===== src/design/dualIssuePkg.sv =====
`default_nettype none

package dualIssuePkg;

    localparam int xLen = 32;
    localparam int regCount = 32;

    typedef logic [xLen-1:0] word_t;
    typedef logic [$clog2(regCount)-1:0] regIndex_t;

    // major opcodes kept by the core
    typedef enum logic [6:0] {
        opReg = 7'b0110011,
        opImm = 7'b0010011
    } opcode_e;

    typedef enum logic [3:0] {
        aluAdd,
        aluSub,
        aluAnd,
        aluOr,
        aluXor,
        aluSll,
        aluSrl,
        aluSra,
        aluSlt,
        aluSltu
    } aluOp_e;

    typedef struct packed {
        word_t slotA; // older in program order
        word_t slotB;
    } packet_t;

    typedef struct packed {
        logic      writes;
        regIndex_t rd;
        regIndex_t rs1;
        regIndex_t rs2;
        logic      usesImm;
        word_t     imm;
        aluOp_e    op;
    } slotOp_t;

    typedef struct packed {
        slotOp_t slot;
        word_t   src1Value;
        word_t   src2Value;
        logic    valid;
    } issued_t;

    // one register write leaving the pipeline
    typedef struct packed {
        logic      valid;
        regIndex_t rd;
        word_t     value;
    } retire_t;

endpackage

`default_nettype wire


===== src/design/packetIntake.sv =====
`timescale 1ns/1ps
`default_nettype none

module packetIntake (
    input  logic                  clock,
    input  logic                  reset,
    input  logic                  packetReq,
    input  dualIssuePkg::packet_t packet,
    output logic                  packetAck,
    output dualIssuePkg::packet_t held,
    output logic                  heldValid,
    input  logic                  take
);
    import dualIssuePkg::*;

    typedef enum logic [1:0] {
        idle,
        acked,
        waitLow
    } intakeState_e;

    intakeState_e state;
    logic capture;

    assign capture = (state == idle) && packetReq && !heldValid;
    assign packetAck = (state != idle);

    // four-phase handshake
    always_ff @(posedge clock or posedge reset) begin
        if (reset) begin
            state <= idle;
        end else begin
            case (state)
                idle:    if (capture) state <= acked;
                acked:   state <= packetReq ? waitLow : idle;
                waitLow: if (!packetReq) state <= idle; // sender has dropped req
                default: state <= idle;
            endcase
        end
    end

    always_ff @(posedge clock or posedge reset) begin
        if (reset) begin
            heldValid <= 1'b0;
        end else if (capture) begin
            heldValid <= 1'b1;
        end else if (take) begin
            heldValid <= 1'b0;
        end
    end

    always_ff @(posedge clock) begin
        if (capture) held <= packet;
    end

    // sender keeps req up until it has seen the ack
    reqHeldUntilAck: assert property (
        @(posedge clock) disable iff (reset) $fell(packetReq) |-> packetAck
    );

endmodule

`default_nettype wire


===== config.mk =====
export PLATFORM = sky130hd
export DESIGN_NAME = packetIntake
export DESIGN_NICKNAME = d
export VERILOG_FILES = /design/src/design/dualIssuePkg.sv /design/src/design/packetIntake.sv
export SDC_FILE = /design/constraint.sdc
export NUM_CORES = 1
export LEC_CHECK = 0
export BUFFER_PORTS_ARGS = -buffer_cell sky130_fd_sc_hd__buf_2
export CAP_MARGIN = 20
export CORE_UTILIZATION = 41
export DETAILED_ROUTE_END_ITERATION = 8
export PLACE_DENSITY = 0.78
export SLEW_MARGIN = 20
export SYNTH_ARGS = -nofsm -noshare
export SYNTH_HDL_FRONTEND = slang
export SYNTH_SLANG_ARGS = --single-unit

===== constraint.sdc =====
create_clock -name clock -period 6.65 [get_ports clock]
set_clock_uncertainty 0.15 [all_clocks]
set_input_delay 1.33 -clock clock [delete_from_list [all_inputs] [get_ports clock]]
set_output_delay 1.33 -clock clock [all_outputs]
set_load 0.01 [all_outputs]

==> flow_metrics.py <==
metrics = {
    "clocking": {
        "clock-sinks": 67,
        "clkTransAtPathRegs_ns": 0.07,
        "cts_tree": "done",
        "cts_buffer_depth": 2,
        "clock_latency_ns": 0.33,
        "h-tree-depth": 3,
        "cts_root_buf": "clkbuf_8",
        "cts-hold-fix-buffers": 0,
        "cts_buffers": 9,
        "cts.repair.resized": 0,
        "post_cts_buffers": 0,
    },
    "placed_design": {
        "post-place-cells": 276,
        "hpwl_um": 2910,
        "io_buffers": 133,
        "place.gp.congestion": 0.692,
    },
    "setup_path": {
        "crit_slowest_cell": "buf_4",
        "r2r_slack_ns": 4.37,
        "crit_required_ns": 6.46,
        "crit_buf_inv": 3,
        "worst_path_largest_cell_delay_ns": 0.49,
        "cp-start-kind": "primary input",
        "critical_path.top_delay_family": "buffers and inverters",
        "worstReg2RegEnd": "held[1]",
        "criticalPathCategory": "primary input to flip-flop",
        "crit_chain": "buf_2 -> nor4b_4 -> buf_6 -> buf_4",
        "cp-end-kind": "flip-flop",
        "crit_fanout": 45,
        "arrival_ns": 2.66,
        "r2r_start": "heldValid",
        "r2r_cells": 3,
        "crit_start": "packetReq",
    },
    "yosys": {
        "synth_enable_flop_cells": 64,
        "yosysWarnings": 0,
        "synth_flop_cell": "edfxtp_1",
        "synth_most_common_cell": "edfxtp_1",
        "ys_seq_elements": 67,
        "synth_area_leaders": "edfxtp_1, dfrtp_1, nor4b_2, nor4b_1, xor2_1",
        "syn_avg_cell_area_sq_um": 27.4,
        "seq_area_frac_synth": 0.971,
        "synth.distinct_cells": 9,
        "yosys-top-cells-count": "edfxtp_1, dfrtp_1, inv_1",
        "synthesis.nets": 143,
        "synth_top_area_frac": 0.934,
        "synthCells": 75,
        "yosys.area.top_type": "edfxtp_1",
        "ys_async_sr_fraction": 0.0448,
        "synthesis.area_sq_um": 2060,
    },
    "sta": {
        "period_needed_ns": 2.84,
        "drv_slew": 0,
        "hold_slack_ns": 0.409,
        "hold_viol": 0,
        "tns_ns": 0,
        "post-route-period-util": 0.427,
        "setup_viol": 0,
        "rsz0062_at_grt": "false",
        "tightest_slew_ns": 0.554,
        "maxSlewHeadroom": 0.630,
        "max_freq_mhz": 352,
    },
    "hold_path": {
        "min_to": "state[0]",
        "min_from": "heldValid",
        "hold_path.class": "flip-flop to flip-flop",
        "holdPathStages": 1,
    },
    "cells_and_area": {
        "regArea_sq_um": 2000,
        "n_fill_cell": 383,
        "drive_gt1_frac": 0.664,
        "final_cells": 293,
        "fin_nets": 289,
        "diodes": 0,
        "syn2layout_area_growth_pct": 47.8,
        "multiInputGateArea_sq_um": 61.3,
    },
    "power": {
        "peakVddDrop_uv": 270,
        "total_power_mw": 1.21,
        "cellLeakagePower_nw": 1.32,
        "powerDensity_nw_per_um2": 396,
    },
    "floorplanning": {
        "rows": 25,
        "start_util": 0.430,
        "dieWidth_um": 72.8,
        "boundaryPins": 134,
        "chipHeight_um": 72.8,
        "fp.dieArea_sq_um": 5300,
        "core_area_sq_um": 4790,
    },
    "global_routing": {
        "grt_max_degree": 46,
        "first_global_vias": 1250,
        "antenna_found_initial": 0,
        "grt_pass1_wl_um": 5810,
        "grt_use_total": 0.162,
        "grt-ovfl-total": 0,
    },
    "drt": {
        "routed_wl_um": 3990,
        "viasPerCell": 4.33,
        "vias": 1270,
        "detail-route-antenna-nets": 0,
        "drc": 0,
        "dr.pass1.iters": 4,
        "drt_iter0_markers": 52,
        "routedWlPerCell_um": 13.6,
    },
    "outcome": {
        "status": "complete, no violations",
    },
    "flow_run": {
        "maxCapViolations": 0,
    },
}
worst register-to-register path, delay by kind of cell, from the launching register on:
| kind | cells | cell delay [ns] |
|---|---|---|
| buffers and inverters | 2 | 0.75 |
| flip-flops | 1 | 0.43 |
| AND/OR/NAND/NOR | 1 | 0.56 |
power breakdown:
group | internal, mW | switching (mW) | leakage, nW | total, mW
Clock | 0.206 | 0.141 | 0.108 | 0.348
Combinational | 0.0907 | 0.145 | 0.578 | 0.236
Sequential | 0.591 | 0.0308 | 0.636 | 0.622
kinds of logic after synthesis:
| group | count (synthesis) | synth area share |
|---|---|---|
| AOI/OAI and AO/OA | 1 | 0.00365 |
| xor gates and xnor gates | 1 | 0.00426 |
| buffers and inverters | 2 | 0.00365 |
| DFF | 67 | 0.971 |
| and+or+nand+nor | 4 | 0.0176 |
cells in the final DEF, fill, tap and decap left out:
master,count
a21o_1,1
bufinv_16,2
or2_1,1
clkbuf_8,9
clkinv_1,2
inv_1,2
xor2_1,1
nor4b_4,1
buf_6,1
buf_4,1
clkinv_2,3
and2_1,1
nor4b_1,1
edfxtp_1,64
buf_2,133
dfrtp_1,3
state kept, by name, summed over array words and instances (netlist names):
name	flops
held	64
heldValid	1
state	2
metal layers:
metal,share of wire,GRT usage
met1,0.32,0.147
met2,0.51,0.255
met3,0.15,0.127
met4,0.018,0.0915
met5,0,0
layout make-up:
class / instances / share of cell area
flip-flops and latches: 67 / 0.657
repair buffers: 135 / 0.225
clock buffers: 9 / 0.0407
well taps: 67 / 0.0276
clock inverters: 7 / 0.0272
multi-input cells: 6 / 0.0202
inverters: 2 / 0.00247
metrics by stage:
step           area [sq um]  worst slack [ns]   util
2_1_floorplan          2060              1.07      -
3_3_place_gp           2820              3.16  0.590
3_5_place_dp           2820              3.10  0.590
4_1_cts                3030              3.45  0.633
5_1_grt                3040              3.71  0.635
6_report               3040              3.81  0.635
worst max path at each step:
stage,end,cells past startpoint
floorplan,held[0],1
global placement,held[44],3
detailed placement,held[14],3
CTS,held[4],3
global route,held[62],4
finish,held[1],4
No activity file was read; power rests on OpenSTA's default activity.
