File: config.mk
export PLATFORM = sky130hd
export DESIGN_NAME = retireStage
export DESIGN_NICKNAME = d
export VERILOG_FILES = /design/src/design/dualIssuePkg.sv /design/src/design/retireStage.sv
export SDC_FILE = /design/constraint.sdc
export NUM_CORES = 1
export LEC_CHECK = 0
export BUFFER_PORTS_ARGS = -buffer_cell sky130_fd_sc_hd__buf_2
export CAP_MARGIN = 15
export CORE_MARGIN = 2
export CORE_UTILIZATION = 40
export CTS_CLUSTER_SIZE = 25
export DETAILED_ROUTE_END_ITERATION = 7
export GPL_TIMING_DRIVEN = 0
export PLACE_DENSITY_LB_ADDON = 0.15
export REMOVE_ABC_BUFFERS = 1
export SLEW_MARGIN = 20
export SYNTH_ARGS = -nofsm -noshare
export SYNTH_HDL_FRONTEND = slang
export SYNTH_SLANG_ARGS = --single-unit
File: constraint.sdc
create_clock -name clock -period 6.5 [get_ports clock]
set_input_delay 0.65 -clock clock [delete_from_list [all_inputs] [get_ports clock]]
set_output_delay 0.65 -clock clock [all_outputs]
set_load 0.03 [all_outputs]
File: src/design/dualIssuePkg.sv
`default_nettype none

package dualIssuePkg;

    localparam int xLen = 32;
    localparam int regCount = 32;

    typedef logic [xLen-1:0] word_t;
    typedef logic [$clog2(regCount)-1:0] regIndex_t;

    // major opcodes kept by the core
    typedef enum logic [6:0] {
        opReg = 7'b0110011,
        opImm = 7'b0010011
    } opcode_e;

    typedef enum logic [3:0] {
        aluAdd,
        aluSub,
        aluAnd,
        aluOr,
        aluXor,
        aluSll,
        aluSrl,
        aluSra,
        aluSlt,
        aluSltu
    } aluOp_e;

    typedef struct packed {
        word_t slotA; // older in program order
        word_t slotB;
    } packet_t;

    typedef struct packed {
        logic      writes;
        regIndex_t rd;
        regIndex_t rs1;
        regIndex_t rs2;
        logic      usesImm;
        word_t     imm;
        aluOp_e    op;
    } slotOp_t;

    typedef struct packed {
        slotOp_t slot;
        word_t   src1Value;
        word_t   src2Value;
        logic    valid;
    } issued_t;

    // one register write leaving the pipeline
    typedef struct packed {
        logic      valid;
        regIndex_t rd;
        word_t     value;
    } retire_t;

endpackage

`default_nettype wire

File: src/design/retireStage.sv
`timescale 1ns/1ps
`default_nettype none

module retireStage (
    input  logic                  clock,
    input  logic                  reset,
    input  dualIssuePkg::retire_t resultA,
    input  dualIssuePkg::retire_t resultB,
    output dualIssuePkg::retire_t latchedA,
    output dualIssuePkg::retire_t latchedB,
    output dualIssuePkg::word_t   retiredCount
);
    import dualIssuePkg::*;

    logic [1:0] retiring; // 0, 1 or 2 per cycle

    assign retiring = {1'b0, resultA.valid} + {1'b0, resultB.valid};

    always_ff @(posedge clock or posedge reset) begin
        if (reset) begin
            latchedA <= '0;
            latchedB <= '0;
            retiredCount <= '0;
        end else begin
            latchedA <= resultA;
            latchedB <= resultB;
            retiredCount <= retiredCount + word_t'(retiring);
        end
    end

    // decoder filters x0, nothing downstream may write it
    noZeroWrite: assert property (
        @(posedge clock) disable iff (reset)
        (latchedA.valid |-> latchedA.rd != '0) and (latchedB.valid |-> latchedB.rd != '0)
    );

endmodule

`default_nettype wire

==> summary.md, run 1 <==
| Metric | Value |
|---|---|
| Outcome | `complete, no violations` |
| Largest net degree at the start of global routing | `57` |
| # diodes | `0` |
| P_sw | `just over 400 uW` |
| Final setup vio count | `0` |
| CP Max Fanout | `12` |
| CTS tree | `built` |
| Metal-1 WL | `3.03 mm` |
| Later-pin clock latency in the skew report | `0.35 ns` |
| WL/cell | `roughly 15 um` |
| Post-Synth XOR/XNOR Area | `~8%` |
| Syn. warnings | `0` |
| FP Rows | `33` |
| Compound-Gate Fraction of Synth Area | `0%` |
| Final cycle utilization of the critical path | `between 30% and 40%` |
| Congestion Overflow GR | `0` |
| Post-CTS setup buffers | `0` |
| Post-CTS Hold Buffers | `0` |
| Post-cts gate resize count | `0` |
| Multiplexer area fraction after synthesis | `0%` |
| Synthesized-area fraction occupied by adder cells | `less than 1%` |
| First-pass GRT wire length | `~11 mm` |
| Top Layer Used | `met4` |
| RSZ-0062 raised after global routing | `no` |
| Drt first pass iters | `3` |
| CP Class | `in2reg` |
| Initial antenna violation count | `0` |
| Final wirelength | `roughly 7.5 mm` |
| Die Y | `95.6 um` |
| Fin cells | `~500` |
| Internal power | `932 uW` |
| GRT Resource Usage Total | `between 15 and 20%` |
| Vias | `around 2.2k` |
| Antenna viol nets, final | `0` |
| Tightest Pin Transition | `slightly below 0.9 ns` |
| Post-synth EDFFs | `0` |
| Post-Synth Simple-Gate Area | `about a tenth` |
| VDD IR-drop max | `0.000283 V` |
| Placer congestion estimate | `~0.76` |
| Met2 wire length | `roughly 3.8 mm` |
| Max_slew headroom | `41.2%` |
| Worst-path clk slew | `~0.1 ns` |
| Seq pwr share | `56.3%` |
| Sequential fraction of the synthesis area | `between 80% and 90%` |
| Die ar. | `~0.0091 mm2` |
| Synth cell types | `19` |
| Number of global-route vias before repair | `roughly 2.1k` |
| Main area contributors after synthesis | `dfrtp_1 81%, xnor2_1 6.0%, nand4_1 2.2%` |
| FFs w/ async S/R, synth | `100%` |
| Post-layout min period | `around 2.3 ns` |
| Post-synth top area share | `approximately four fifths` |
| CTS H-tree lvls | `3` |
| DRC viols | `0` |
| Clk_skew | `a little over 0.007 ns` |
| Via density per instance | `between 4 and 5` |
| Fill count | `708` |
| FF-to-FF Start | `retiredCount[0]` |
| Top FF cell, synth | `dfrtp_1` |
| Most common cell in the netlist | `dfrtp_1` |
| Net Sw Frac | `a little under a third` |
| Sink Count | `roughly 110` |
| Final worst slack | `around 4.2 ns` |
| Count of final hold-check violations | `0` |
| Clk buf depth | `2` |
| CP Launch Type | `input pin` |
| Synth cell count leaders | `108 x dfrtp_1, 23 x xnor2_1, 12 x nand4_1` |
| Hold Crit Class | `in2async` |
| Pwr Density | `approximately 290 mW/mm2` |
| Worst setup EP type | `register` |
| WP data required | `around 6.7 ns` |
| Largest family of logic cells by synthesized area | `simple AND/OR/NAND/NOR gates` |
| DP HPWL | `5.71 mm` |
| Mapped cell area | `0.00335 mm2` |
| Io pins | `between 150 and 200` |
| Clock power share | `26.9%` |
| Yosys top cell by area | `dfrtp_1` |
| Power share of the combinational group | `16.8%` |
| Maximum operating frequency | `about 0.43 GHz` |
| Synth Area per Inst | `approximately 17 um2` |
| Chip width | `approximately 96 um` |
| Yosys reg bits | `approximately 110` |
| Share of cells above drive strength 1 | `between 50% and 60%` |
| Area Growth Syn to Fin | `37.3%` |
| Post-Route Utilization | `between 50% and 60%` |
| Sum Neg Setup Slack | `0 ns` |
| CTS buffer count | `9` |
| Wire length on met3 | `slightly below 600 um` |
| Gate Count Post-Synth | `201` |
| Final Max Tran Viols | `0` |
| Worst EP arrival | `2.57 ns` |
| Pre-CTS setup slack | `approximately 3.8 ns` |
| Post-layout nets | `between 400 and 500` |
| Placed Cells incl. Taps | `between 400 and 500` |
| Lkg Pwr | `around 2.4 nW` |
| Max cap viols | `0` |
| Initial DRC Count | `45` |
| Root buf cell | `clkbuf_8` |
| Worst setup startpoint | `resultA[37]` |
| IO Port Bufs | `185` |
| Core area | `about 0.0082 mm2` |
| Initial core utilization | `about 41%` |
-- power by group through the flow --
stage	logic, mW	clock network [mW]	registers, mW
final	0.226	0.362	0.758
after global routing	0.244	0.403	0.766
after CTS	0.231	0.379	0.759
after detailed placement	0.231	0	0.770
after global placement	0.225	0	0.770
after floorplan	0.0463	0	0.865
-- cell usage in the layout (no fill, tap or decap), types with 2 or more instances in the layout --
cell        n
buf_2     185
dfrtp_1   108
xnor2_1    23
nand4_1    12
nand3_1    10
clkbuf_8    9
and3_1      8
nand2_1     7
xor2_1      7
inv_1       6
nor2_1      6
nand4b_1    3
inv_6       2
clkinv_4    2
-- routing by layer --
metal	global-route usage [%]	vias up
li1	-	1045
met5	0	-
met1	20.6	1076
met3	4.11	9
met2	28.7	97
met4	6.07	0
-- final cells by class --
class                           instances  area [um2]  area share (%)
Timing Repair Buffer                  186         953            20.7
Inverter                                7        31.3           0.679
Multi-Input combinational cell         83         612            13.3
Tap cell                              105         131            2.85
Clock inverter                          6        50.0            1.09
Clock buffer                            9         124            2.69
Sequential cell                       108        2700            58.7
-- sequential cells by signal (all words and copies together), names as in the netlist --
register      cells
retiredCount     32
latchedA         38
latchedB         38
-- final timing paths --
kind / cells past startpoint / slack [ns] / endpoint
setup / recovery: 7 / 4.17 / retiredCount[27]
hold / removal: 2 / 0.33 / latchedA[13]
setup reg to reg: 6 / 4.25 / retiredCount[27]
hold reg to reg: 1 / 0.49 / retiredCount[22]
max in group asynchronous: 3 / 5.54 / retiredCount[11]
min in group clock: 1 / 0.40 / latchedB[36]
-- worst max-delay path: stages --
cell and delay, ns:
buf_2 0.09, inv_1 0.05, fa_1 0.43, nand4b_1 0.25, nor2_1 0.72, nand4b_1 0.21
xnor2_1 0.18
-- stage by stage --
step	total power, mW	hold slack (ns)	cell area, um2
after global routing	1.41	0.348	4600
after CTS	1.37	0.332	4600
final	1.35	0.331	4600
after detailed placement	1.00	0.467	4430
after floorplan	0.912	0.653	3340
after global placement	0.995	0.459	4400
-- kinds of logic after synthesis --
group	count (synthesis)
buffers and inverters	10
AND/OR/NAND/NOR	51
XOR/XNOR	30
adder cells (fa/ha/maj)	2
flip-flops	108
Power figures use the tool's default switching activity.
==> run 2, diff against run 1 <==
- ABC_AREA: unset -> 1
- clock period: 6.5 -> 2.14 ns (I/O delays scaled with it)
==> run 2 against run 1 <==
Net effect: global-route usage increased by 3.4 points; utilization increased by 7.4 points; highest routed layer unchanged; die area increased by 11%; largest cell class unchanged; routed wire length increased by 31%; largest power group unchanged; sequential share of layout area decreased by 12 points; worst setup slack got worse by 4.1 ns; via count increased by 37%; final cell count increased by 38%.
==> summary.md, run 2 <==
| Metric | Value |
|---|---|
| Outcome | `complete, no violations` |
| Pwr Density | `785 mW/mm2` |
| Final worst slack | `between 0.1 and 0.15 ns` |
| Die Y | `101 um` |
| Antenna viol nets, final | `0` |
| Sequential fraction of the synthesis area | `a little over 70%` |
| DP HPWL | `roughly 6.6 mm` |
| Yosys top cell by area | `dfrtp_1` |
| Clk buf depth | `2` |
| Top FF cell, synth | `dfrtp_1` |
| Design Area, Final | `between 0.005 and 0.006 mm2` |
| Final setup vio count | `0` |
| Biggest regs | `latchedA x38, latchedB x38, retiredCount x32` |
| Root buf cell | `clkbuf_8` |
| # diodes | `0` |
| Synth Area per Inst | `12.3 um2` |
| Max cap viols | `0` |
| Pre-CTS setup slack | `around 0.19 ns` |
| Worst setup EP type | `register` |
| Number of global-route vias before repair | `around 3.3k` |
| Lkg Pwr | `3.03 nW` |
| Area Growth Syn to Fin | `56.3%` |
| Initial antenna violation count | `0` |
| Post-synth top area share | `between 70 and 80%` |
| Sink Count | `108` |
| Later-pin clock latency in the skew report | `0.36 ns` |
| FFs w/ async S/R, synth | `between 90% and 100%` |
| WL/cell | `between 10 and 15 um` |
| DP Area | `0.00483 mm2` |
| Fin cells | `between 600 and 700` |
| Synth cell count leaders | `108 x dfrtp_1, 86 x nand2_1, 30 x nor2_1` |
| Main area contributors after synthesis | `dfrtp_1 72%, nand2_1 8.7%, nor2_1 3.0%` |
| Worst-path clk slew | `around 0.11 ns` |
| Clk_skew | `0.0145 ns` |
| Post-synth EDFFs | `0` |
| IO Port Bufs | `between 150 and 200` |
| Final wirelength | `around 9.8 mm` |
| DRC viols | `0` |
| GRT Resource Usage Total | `approximately a fifth` |
| Max_slew headroom | `between 70% and 80%` |
| CP Max Fanout | `5` |
| Via density per instance | `between 4 and 5` |
| Final cycle utilization of the critical path | `between 90 and 100%` |
| Gate Count Post-Synth | `~300` |
| Worst EP arrival | `~2.3 ns` |
| CP Class | `in2reg` |
| Most common cell after layout, fill and taps aside | `buf_2` |
| RSZ-0062 raised after global routing | `no` |
| CTS buffer count | `9` |
| CTS tree | `built` |
| Most frequent cells in the layout | `185 x buf_2, 108 x dfrtp_1, 86 x nand2_1, 77 x dlygate4sd3_1, 30 x nor2_1` |
| Chip width | `between 100 and 150 um` |
| Post-layout nets | `roughly 660` |
| Syn. warnings | `0` |
| First-pass GRT wire length | `between 15 and 20 mm` |
| Largest net degree at the start of global routing | `76` |
| Drt first pass iters | `4` |
| Fill count | `711` |
| Vias | `3054` |
| Tightest Pin Transition | `around 0.36 ns` |
| Congestion Overflow GR | `0` |
| Post-layout min period | `2.03 ns` |
| WP data required | `around 2.4 ns` |
| Count of final hold-check violations | `0` |
| CP Launch Type | `input pin` |
| Placer congestion estimate | `0.825` |
| Final Max Tran Viols | `0` |
| Die ar. | `between 0.01 and 0.015 mm2` |
| Mapped cell area | `roughly 0.0037 mm2` |
| Synth cell types | `18` |
| Placed Cells incl. Taps | `600` |
| Maximum operating frequency | `a little under 0.5 GHz` |
| Yosys reg bits | `around 110` |
| Io pins | `186` |
| Initial DRC Count | `78` |
| VDD IR-drop max | `between 0.0005 and 0.0006 V` |
| FP Rows | `35` |
| Initial core utilization | `between 40% and 50%` |
| Hold Crit Class | `in2async` |
| Share of cells above drive strength 1 | `roughly 39%` |
| CTS H-tree lvls | `3` |
| Core area | `a little over 0.009 mm2` |
| Most common cell in the netlist | `dfrtp_1` |
| Post-CTS setup buffers | `0` |
==> run 2: final cells by class <==
type,count,area [um2],area share [%]
clock buffers,10,138,2.36
clock inverters,6,91.3,1.57
inverters,24,95.1,1.63
multi-input cells,171,941,16.1
flip-flops and latches,108,2700,46.4
well taps,111,139,2.38
repair buffers,263,1720,29.6
==> run 2: worst paths after layout <==
check	start	to	slack, ns	cells past startpoint
setup / recovery	resultA[37]	retiredCount[24]	0.11	13
setup reg to reg	retiredCount[0]	retiredCount[24]	0.28	11
hold reg to reg	retiredCount[31]	retiredCount[31]	0.51	2
hold / removal	reset	latchedA[31]	0.38	3
min in group clock	resultB[12]	latchedB[12]	0.48	2
max in group asynchronous	reset	latchedB[6]	1.10	4
==> run 2: logic make-up after synthesis <==
group	share of synthesized area, %
AO/OA/AOI/OAI	0.134
XOR/XNOR	3.92
adder cells (fa/ha/maj)	0.872
buffers and inverters	2.41
flip-flops	72.4
AND/OR/NAND/NOR	20.2
==> run 2: repair_timing <==
| action | 4_1_cts | 5_1_grt |
|---|---|---|
| endpoints found under the setup margin | 0 | 8 |
| hold buffers | 77 | 0 |
| hold endpoints to repair | 109 | 0 |
| resized for setup | 0 | 1 |
==> run 2: critical path, cell delays in order <==
cell and delay [ns]:
dlygate4sd3_1 0.53, buf_2 0.11, inv_1 0.05, fa_2 0.41
inv_1 0.07, ha_1 0.19, nand2_2 0.11, nor2_8 0.15
nand2_4 0.11, nor2_8 0.16, nand2_1 0.07, nand2_1 0.06
nand2_1 0.04
==> run 2: power by group <==
part	total, mW	switching (mW)	internal [mW]
sequential	2.30	0.107	2.19
clock	1.34	0.734	0.608
combinational	0.936	0.598	0.337
==> run 2: per-stage QoR <==
step,power (mW),hold WS [ns],util [%],setup TNS [ns]
floorplan,2.87,0.245,-,-99.32
global placement,3.14,0.322,52.4,-216.29
detailed placement,3.16,0.217,52.8,0
CTS,4.61,0.358,63.7,0
global route,4.78,0.386,63.7,0
finish,4.57,0.380,63.7,0
==> run 2: metal layers <==
layer / wire length (um) / global-route usage (%)
met1: 3700 / 21.9
met2: 5250 / 37.0
met3: 688 / 7.07
met4: 183 / 5.90
met5: 0 / 0
