===== src/design/dualIssuePkg.sv =====
`default_nettype none

package dualIssuePkg;

    localparam int xLen = 32;
    localparam int regCount = 32;

    typedef logic [xLen-1:0] word_t;
    typedef logic [$clog2(regCount)-1:0] regIndex_t;

    // major opcodes kept by the core
    typedef enum logic [6:0] {
        opReg = 7'b0110011,
        opImm = 7'b0010011
    } opcode_e;

    typedef enum logic [3:0] {
        aluAdd,
        aluSub,
        aluAnd,
        aluOr,
        aluXor,
        aluSll,
        aluSrl,
        aluSra,
        aluSlt,
        aluSltu
    } aluOp_e;

    typedef struct packed {
        word_t slotA; // older in program order
        word_t slotB;
    } packet_t;

    typedef struct packed {
        logic      writes;
        regIndex_t rd;
        regIndex_t rs1;
        regIndex_t rs2;
        logic      usesImm;
        word_t     imm;
        aluOp_e    op;
    } slotOp_t;

    typedef struct packed {
        slotOp_t slot;
        word_t   src1Value;
        word_t   src2Value;
        logic    valid;
    } issued_t;

    // one register write leaving the pipeline
    typedef struct packed {
        logic      valid;
        regIndex_t rd;
        word_t     value;
    } retire_t;

endpackage

`default_nettype wire


===== src/design/slotAlu.sv =====
`timescale 1ns/1ps
`default_nettype none

module slotAlu (
    input  dualIssuePkg::aluOp_e op,
    input  dualIssuePkg::word_t  left,
    input  dualIssuePkg::word_t  right,
    output dualIssuePkg::word_t  result
);
    import dualIssuePkg::*;

    logic [4:0] shamt;

    assign shamt = right[4:0];

    always_comb begin
        case (op)
            aluAdd:  result = left + right;
            aluSub:  result = left - right;
            aluAnd:  result = left & right;
            aluOr:   result = left | right;
            aluXor:  result = left ^ right;
            aluSll:  result = left << shamt;
            aluSrl:  result = left >> shamt;
            aluSra:  result = word_t'($signed(left) >>> shamt);
            aluSlt:  result = word_t'($signed(left) < $signed(right));
            aluSltu: result = word_t'(left < right);
            default: result = '0;
        endcase
    end

endmodule

`default_nettype wire


===== src/design/executeStage.sv =====
`timescale 1ns/1ps
`default_nettype none

module executeStage (
    input  dualIssuePkg::issued_t issuedA,
    input  dualIssuePkg::issued_t issuedB,
    input  dualIssuePkg::retire_t latchedA,
    input  dualIssuePkg::retire_t latchedB,
    output dualIssuePkg::retire_t resultA,
    output dualIssuePkg::retire_t resultB
);
    import dualIssuePkg::*;

    word_t leftA, rightA, leftB, rightB;
    word_t aluOutA, aluOutB;

    // newest value for a source register, slot B record is younger
    function automatic word_t forward(regIndex_t source, word_t issuedValue,
                                      retire_t olderA, retire_t olderB);
        word_t value;
        value = issuedValue;
        if ((source != '0) && olderA.valid && (olderA.rd == source)) value = olderA.value;
        if ((source != '0) && olderB.valid && (olderB.rd == source)) value = olderB.value;
        return value;
    endfunction

    always_comb begin
        leftA = forward(issuedA.slot.rs1, issuedA.src1Value, latchedA, latchedB);
        leftB = forward(issuedB.slot.rs1, issuedB.src1Value, latchedA, latchedB);
        rightA = issuedA.slot.usesImm ? issuedA.slot.imm
               : forward(issuedA.slot.rs2, issuedA.src2Value, latchedA, latchedB);
        rightB = issuedB.slot.usesImm ? issuedB.slot.imm
               : forward(issuedB.slot.rs2, issuedB.src2Value, latchedA, latchedB);
    end

    slotAlu aluA (.op(issuedA.slot.op), .left(leftA), .right(rightA), .result(aluOutA));
    slotAlu aluB (.op(issuedB.slot.op), .left(leftB), .right(rightB), .result(aluOutB));

    // only valid writing slots make a record
    assign resultA = '{
        valid: issuedA.valid && issuedA.slot.writes,
        rd: issuedA.slot.rd,
        value: aluOutA
    };
    assign resultB = '{
        valid: issuedB.valid && issuedB.slot.writes,
        rd: issuedB.slot.rd,
        value: aluOutB
    };

endmodule

`default_nettype wire


===== config.mk =====
export PLATFORM = sky130hd
export DESIGN_NAME = executeStage
export DESIGN_NICKNAME = d
export VERILOG_FILES = /design/src/design/dualIssuePkg.sv /design/src/design/slotAlu.sv /design/src/design/executeStage.sv
export SDC_FILE = /design/constraint.sdc
export NUM_CORES = 1
export LEC_CHECK = 0
export ABC_AREA = 0
export BUFFER_PORTS_ARGS = -buffer_cell sky130_fd_sc_hd__buf_2
export CORE_ASPECT_RATIO = 2
export CORE_UTILIZATION = 65
export DETAILED_ROUTE_END_ITERATION = 6
export PLACE_DENSITY_LB_ADDON = 0.08
export REMOVE_ABC_BUFFERS = 1
export SLEW_MARGIN = 20
export SYNTH_ARGS = -nofsm -noshare
export SYNTH_HDL_FRONTEND = slang
export SYNTH_SLANG_ARGS = --single-unit
export TNS_END_PERCENT = 10

===== constraint.sdc =====
create_clock -name vclk -period 18.7
set_clock_uncertainty 0.2 [all_clocks]
set_input_delay 3.74 -clock vclk [all_inputs]
set_output_delay 3.74 -clock vclk [all_outputs]
set_load 0.01 [all_outputs]

==> metrics, run 1 <==
Mapped Cells 3275; vias in the first global route between 30000 and 40000; share of the synthesized area in the top cell type between 10% and 20%; Post-CTS Resized 0; starting density of the core roughly 66%; Error [ERROR GRT-0116] Global routing finished with congestion. Check the congestion regions in the DRC Viewer.; top cell type by total area after synthesis mux2i_1; count of cell types in the netlist 99; Mapped Area between 20000 and 25000 um^2; GRT overflow approximately 780; top cells by area, synth mux2i_1 14%, ha_1 11%, nor2_1 6.6%; Die W 130 um; post-placement cell area 23000 um^2; status aborted with a tool error; DP Wirelength between 80 and 90 mm; Hold-fix buffers, CTS 0; first-pass GRT wire length between 200 and 250 mm; Synth Area per Inst 6.50 um^2; final RePlAce weighted congestion 1.50; IO Port Bufs ~370; Synthesis Warnings 0; Exit stage global routing (5_1_grt); Post-Place Cells around 3900; # rows 93; gr usage total 77.6%; Die Ht 258 um; Post CTS Setup Buffer Count 0; I/O pin total 388; sequential area share after synthesis 0%; pin count of the biggest net entering global routing 68
## cells in the mapped netlist (23+ instances only)
cell type / instances
nand3_1: 87
inv_1: 178
a21o_1: 94
ha_1: 194
buf_1: 24
nor3_1: 90
nand2_1: 296
nor2_1: 376
clkbuf_1: 147
o221ai_1: 34
a22oi_1: 28
buf_4: 24
mux2_2: 52
o21ai_0: 192
o21ai_1: 33
mux2i_1: 300
nand4_1: 34
o22ai_1: 50
buf_2: 56
xnor2_1: 41
o31ai_1: 28
a221oi_1: 59
a211oi_1: 101
o211ai_1: 60
a21oi_1: 246
nor4_1: 23
a31oi_1: 38
## layer usage
| metal | track usage, % | GRT overflow |
|---|---|---|
| met1 | 75.1 | 1 |
| met4 | 84.0 | 250 |
| met3 | 55.2 | 5 |
| met5 | 13.4 | 0 |
| met2 | 99.9 | 519 |
## cells by family after synthesis
kind of cell             share of synthesized area, %
AO/OA/AOI/OAI                                    38.0
XOR/XNOR                                         1.89
adder cells (fa/ha/maj)                          11.8
buffers and inverters                            9.01
multiplexers                                     17.4
AND/OR/NAND/NOR                                  21.9
## through the flow
step           worst slack [ns]  hold WS, ns
4_1_cts                    4.94         7.28
3_3_place_gp               5.08         7.28
2_1_floorplan              3.54         7.28
3_5_place_dp               4.94         7.28
==> run 2, diff against run 1 <==
Settings changed: CORE_ASPECT_RATIO 2 to unset, CORE_UTILIZATION 65 to 40, PLACE_DENSITY_LB_ADDON 0.08 to 0.15.
==> metrics, run 2 <==
Post-CTS Resized 0 (unchanged); Worst Setup End Kind primary output; WL/cell 29.8 um; core area 52600 um^2; Hold Path Class primary input to primary output; final slew viol count 0; share of the synthesized area in the top cell type 14.1% (unchanged); highest clock rate about 0.07 GHz; Mapped Cells 3275 (unchanged); CP cell instances buf_2, xnor2_1, nand4_1, or2_2, buf_4, a311oi_1, a21o_2, ha_1, inv_1, fa_1, nor2b_1, o211ai_1, a21oi_1, o311ai_0, a31oi_1, a21o_1, a221oi_1, nor2_1, nor3_1, nor2_1, o211ai_1, buf_2; most frequent cells in the layout 373 x nor2_1, 368 x buf_2, 300 x mux2i_1, 295 x nand2_1, 245 x a21oi_1; Slew headroom approximately 17%; Mapped Area 21300 um^2 (unchanged); Synth-to-Final Area Change 10.1%; pin count of the biggest net entering global routing 68; Remaining DRCs 1; Final Critical Period 14.67 ns; CLK BUF 0; I/O pin total 388 (unchanged); drt pass-1 iters 7; WP buf/inv 4; status complete, but fails checks (was aborted with a tool error); # fillers 5747; starting density of the core 40.5% (was 66.1%); crit path DAT 10.73 ns; NumNets Final around 4000; RSZ-0062 raised after global routing false; Final Hold Violating Endpoints 0; top cell type by total area after synthesis mux2i_1 (unchanged); Req. time, crit path 14.76 ns; DP Wirelength 97.6 mm (was 89.1 mm); total vias in the final route 28600; transition time of the tightest slew-check pin between 1 and 1.5 ns; Routed Wire Length 124 mm; share of layout cells above drive strength 1 between 15 and 20%; count of cell types in the netlist 99 (unchanged); Hold-fix buffers, CTS 0 (unchanged); Max stage delay on crit path 1.05 ns; sequential area share after synthesis 0% (unchanged); IO Port Bufs 368 (unchanged); highest-delay cell along the critical path o311ai_0; most common cell in the netlist nor2_1 (unchanged); CP top delay family compound AO/OA/AOI/OAI gates; WHS Path Cells 0; gr usage total 43.6%; area of the multi-input gates 19500 um^2; Worst Hold Launch issuedA[115]; number of max-cap violations 0; most common cell after layout, fill and taps aside nor2_1; fin crit share 78.4%; Hold Path End resultA[35]; Antenna Nets Post-Route 0; failing checks DRC; Vias/cell ~7; Seq cells 0; Die W 233 um (was 130 um); Die Ht 233 um (was 258 um); # rows 84 (was 93); full die area 54200 um^2; FF/Latch Area 0 um^2; Synthesis Warnings 0 (unchanged); initial DRC count 3833; Final setup viols 0; synth cell count leaders 376 x nor2_1, 300 x mux2i_1, 296 x nand2_1 (unchanged); top cells by area, synth mux2i_1 14%, ha_1 11%, nor2_1 6.6% (unchanged); GRT overflow 0; Synth Area per Inst 6.50 um^2 (unchanged); final RePlAce weighted congestion 1.07 (was 1.50); Post CTS Setup Buffer Count 0 (unchanged); Crit Path Class primary input to primary output; Post-Route Setup TNS 0 ns; first-pass GRT wire length around 180 mm; vias in the first global route 26200; initial antenna violation count 3; element type at the critical path start primary input; worst-path maximum fanout a little over 60
-- run 2: cell counts after synthesis --
No cell type changed its count.
-- run 2: through the flow --
| stage | hold slack [ns] | area [um^2] | std cells | worst slack, ns | util [%] |
|---|---|---|---|---|---|
| after floorplan | 7.28 | 20100 | 3014 | 3.54 | - |
| after global placement | 7.28 | 23400 | 4148 | 4.58 | 44.6 |
| after detailed placement | 7.28 | 23400 | 4148 | 4.51 | 44.6 |
| after CTS | 7.28 | 23400 | 4148 | 4.50 | 44.6 |
| after global routing | 7.28 | 23500 | 4149 | 3.98 | 44.6 |
| final | 7.28 | 23500 | 4152 | 4.03 | 44.6 |
-- run 2: logic make-up (layout without fill, tap and decap cells) --
| group | Yosys count | after routing | share of synthesized area, % |
|---|---|---|---|
| AND/OR/NAND/NOR | 1039 | 1039 | 21.9 |
| adder cells (fa/ha/maj) | 198 | 198 | 11.8 |
| XOR/XNOR | 46 | 46 | 1.89 |
| AO/OA/AOI/OAI | 1185 | 1185 | 38.0 |
| other | 0 | 4 | 0 |
| buffers and inverters | 448 | 633 | 9.01 |
| multiplexers | 359 | 359 | 17.4 |
-- run 2: final cells by class --
class / count / share of cell area [%]
Timing Repair Buffer: 446 / 10.3
Multi-Input combinational cell: 2827 / 82.9
Antenna cell: 4 / 0.0427
Inverter: 187 / 3.00
Tap cell: 688 / 3.67
-- run 2: layer usage --
layer	track usage [%]	up-vias	part of all wire, %
li1	-	12600	-
met1	54.0	13500	38
met2	70.2	2015	45
met3	7.39	475	9.9
met4	26.9	2	7.6
met5	0	-	0.010
-- run 2: worst max path at each step --
stage | cells past startpoint | slack [ns] | endpoint | from
3_5_place_dp | 21 | 4.51 | resultA[30] | issuedA[103]
6_report | 22 | 4.03 | resultB[0] | latchedB[36]
3_3_place_gp | 21 | 4.58 | resultA[28] | issuedA[103]
2_1_floorplan | 18 | 3.54 | resultA[30] | issuedA[103]
4_1_cts | 21 | 4.50 | resultA[30] | issuedA[103]
5_1_grt | 22 | 3.98 | resultB[0] | issuedB[102]
==> run 3, diff against run 2 <==
Clock period 18.7 ns to 11.9 ns, I/O delays scaled along.
==> metrics, run 3 (synthesized netlist as in run 2, its figures left out) <==
core area 52600 um^2 (unchanged); pwr/cell area roughly 66 nW/um^2; initial antenna violation count 5 (was 3); I/O pin total 388 (unchanged); Final setup viols 0 (unchanged); highest clock rate 0.0903 GHz; failing checks DRC (unchanged); Req. time, crit path 9.32 ns (was 14.76 ns); pin count of the biggest net entering global routing 65 (was 68); Worst Hold Launch issuedA[115] (unchanged); full die area 54200 um^2 (unchanged); most common cell after layout, fill and taps aside nor2_1 (unchanged); DP Wirelength 95.0 mm (was 97.6 mm); Final Critical Period 11.08 ns; gr usage total 42.4% (was 43.6%); Post-Layout Cell Count 4158 (was 4152); post-placement cell area 23500 um^2 (was 23400 um^2); end point of the critical path resultB[24] (was resultB[0]); transition time of the tightest slew-check pin 1.15 ns (was 1.22 ns); Post CTS Setup Buffer Count 0 (unchanged); # rows 84 (unchanged); Seq cells 0 (unchanged); Remaining DRCs 1 (unchanged); total vias in the final route 28400 (was 28600); drt pass-1 iters 7 (unchanged); Peak VDD IR 0.0404 mV; total power 1.54 mW; Vias/cell 6.84 (was 6.89); WL/cell 28.9 um (was 29.8 um); CLK BUF 0 (unchanged); starting density of the core 40.5% (unchanged); Hold-fix buffers, CTS 0 (unchanged); Routed Wire Length 120 mm (was 124 mm); # fillers 5762 (was 5747); RSZ-0062 raised after global routing false (unchanged); worst-path maximum fanout 5 (was 61); Hold Path Class primary input to primary output (unchanged); Die Ht 233 um (unchanged); first-pass GRT wire length 174 mm (was 178 mm); IO Port Bufs 368 (unchanged); FF/Latch Area 0 um^2 (unchanged); number of max-cap violations 0 (unchanged); element type at the critical path start primary input (unchanged); status complete, but fails checks (unchanged); Synth-to-Final Area Change 10.4% (was 10.1%); Final Hold Violating Endpoints 0 (unchanged); Crit Path Class primary input to primary output (unchanged); final RePlAce weighted congestion 1.09 (was 1.07); Pleak 10.4 nW; NumNets Final 3978 (was 3972); vias in the first global route 25900 (was 26200); crit path DAT 8.50 ns (was 10.73 ns); final instance area 23500 um^2 (about the same); GRT overflow 0 (unchanged); final slew viol count 0 (unchanged); Die W 233 um (unchanged); most frequent cells in the layout 373 x nor2_1, 368 x buf_2, 300 x mux2i_1, 295 x nand2_1, 245 x a21oi_1 (unchanged); share of layout cells above drive strength 1 16.7% (was 16.6%); Antenna Nets Post-Route 0 (unchanged); Post-Place Cells 4154 (was 4148); start point of the critical path issuedB[109] (was latchedB[36]); initial DRC count 4116 (was 3833); Slew headroom 23.1% (was 17.4%); Core Util, Final 44.7% (was 44.6%); fin crit share 93.1%; Worst Setup End Kind primary output (unchanged); Post-CTS Resized 0 (unchanged)
## run 3: how the worst min path moves through the flow
| stage | endpoint | slack, ns | depth (start not counted) |
|---|---|---|---|
| global placement | resultA[35] | 4.56 | 0 |
| global route | resultA[34] | 4.56 | 0 |
| finish | resultA[35] | 4.56 | 0 |
| detailed placement | resultA[35] | 4.56 | 0 |
| floorplan | resultA[32] | 4.56 | 0 |
| CTS | resultA[35] | 4.56 | 0 |
## run 3: power breakdown
group          switching, mW  internal, mW  leakage, nW
combinational           1.03         0.510         10.4
sequential                 0             0            0
clock                      0  0.0000000671    0.0000268
total                   1.03         0.510         10.4
## run 3: metal layers
metal | part of all wire, % | global-route usage [%] | wire length, um
met4 | 6.7 | 23.3 | 8050
met3 | 9.6 | 6.34 | 11500
met2 | 45 | 68.0 | 53900
met1 | 39 | 54.2 | 46800
met5 | 0 | 0 | 0
## run 3: cell type report
type	instances	area (um^2)	area share [%]
multi-input cells	2827	19500	82.8
repair buffers	452	2470	10.5
well taps	688	861	3.66
inverters	187	704	3.00
diodes	4	10.0	0.0426
## run 3: metrics by stage
stage / hold slack, ns / TNS [ns] / setup WS (ns)
floorplan: 4.56 / -4.47 / -0.542
detailed placement: 4.56 / 0 / 1.02
finish: 4.56 / 0 / 0.822
global placement: 4.56 / 0 / 0.882
CTS: 4.56 / 0 / 1.01
global route: 4.56 / 0 / 0.512
## run 3: critical path, cell delays in order
cell and delay (ns):
buf_2 0.13, or4_1 0.53, nor2_1 0.31, nor4_4 0.10, mux2_2 0.28, mux2i_1 0.63, inv_1 0.16, ha_1 0.31
fa_1 0.50, a211oi_1 0.31, o31ai_1 0.17, and2_1 0.22, a2111oi_1 0.93, nor2_1 0.24, a21o_1 0.24, a21oi_1 0.19
o32ai_1 0.12, o22ai_1 0.32, nand4_1 0.20, buf_2 0.19
Note: power is estimated with default switching activity, not from simulation.
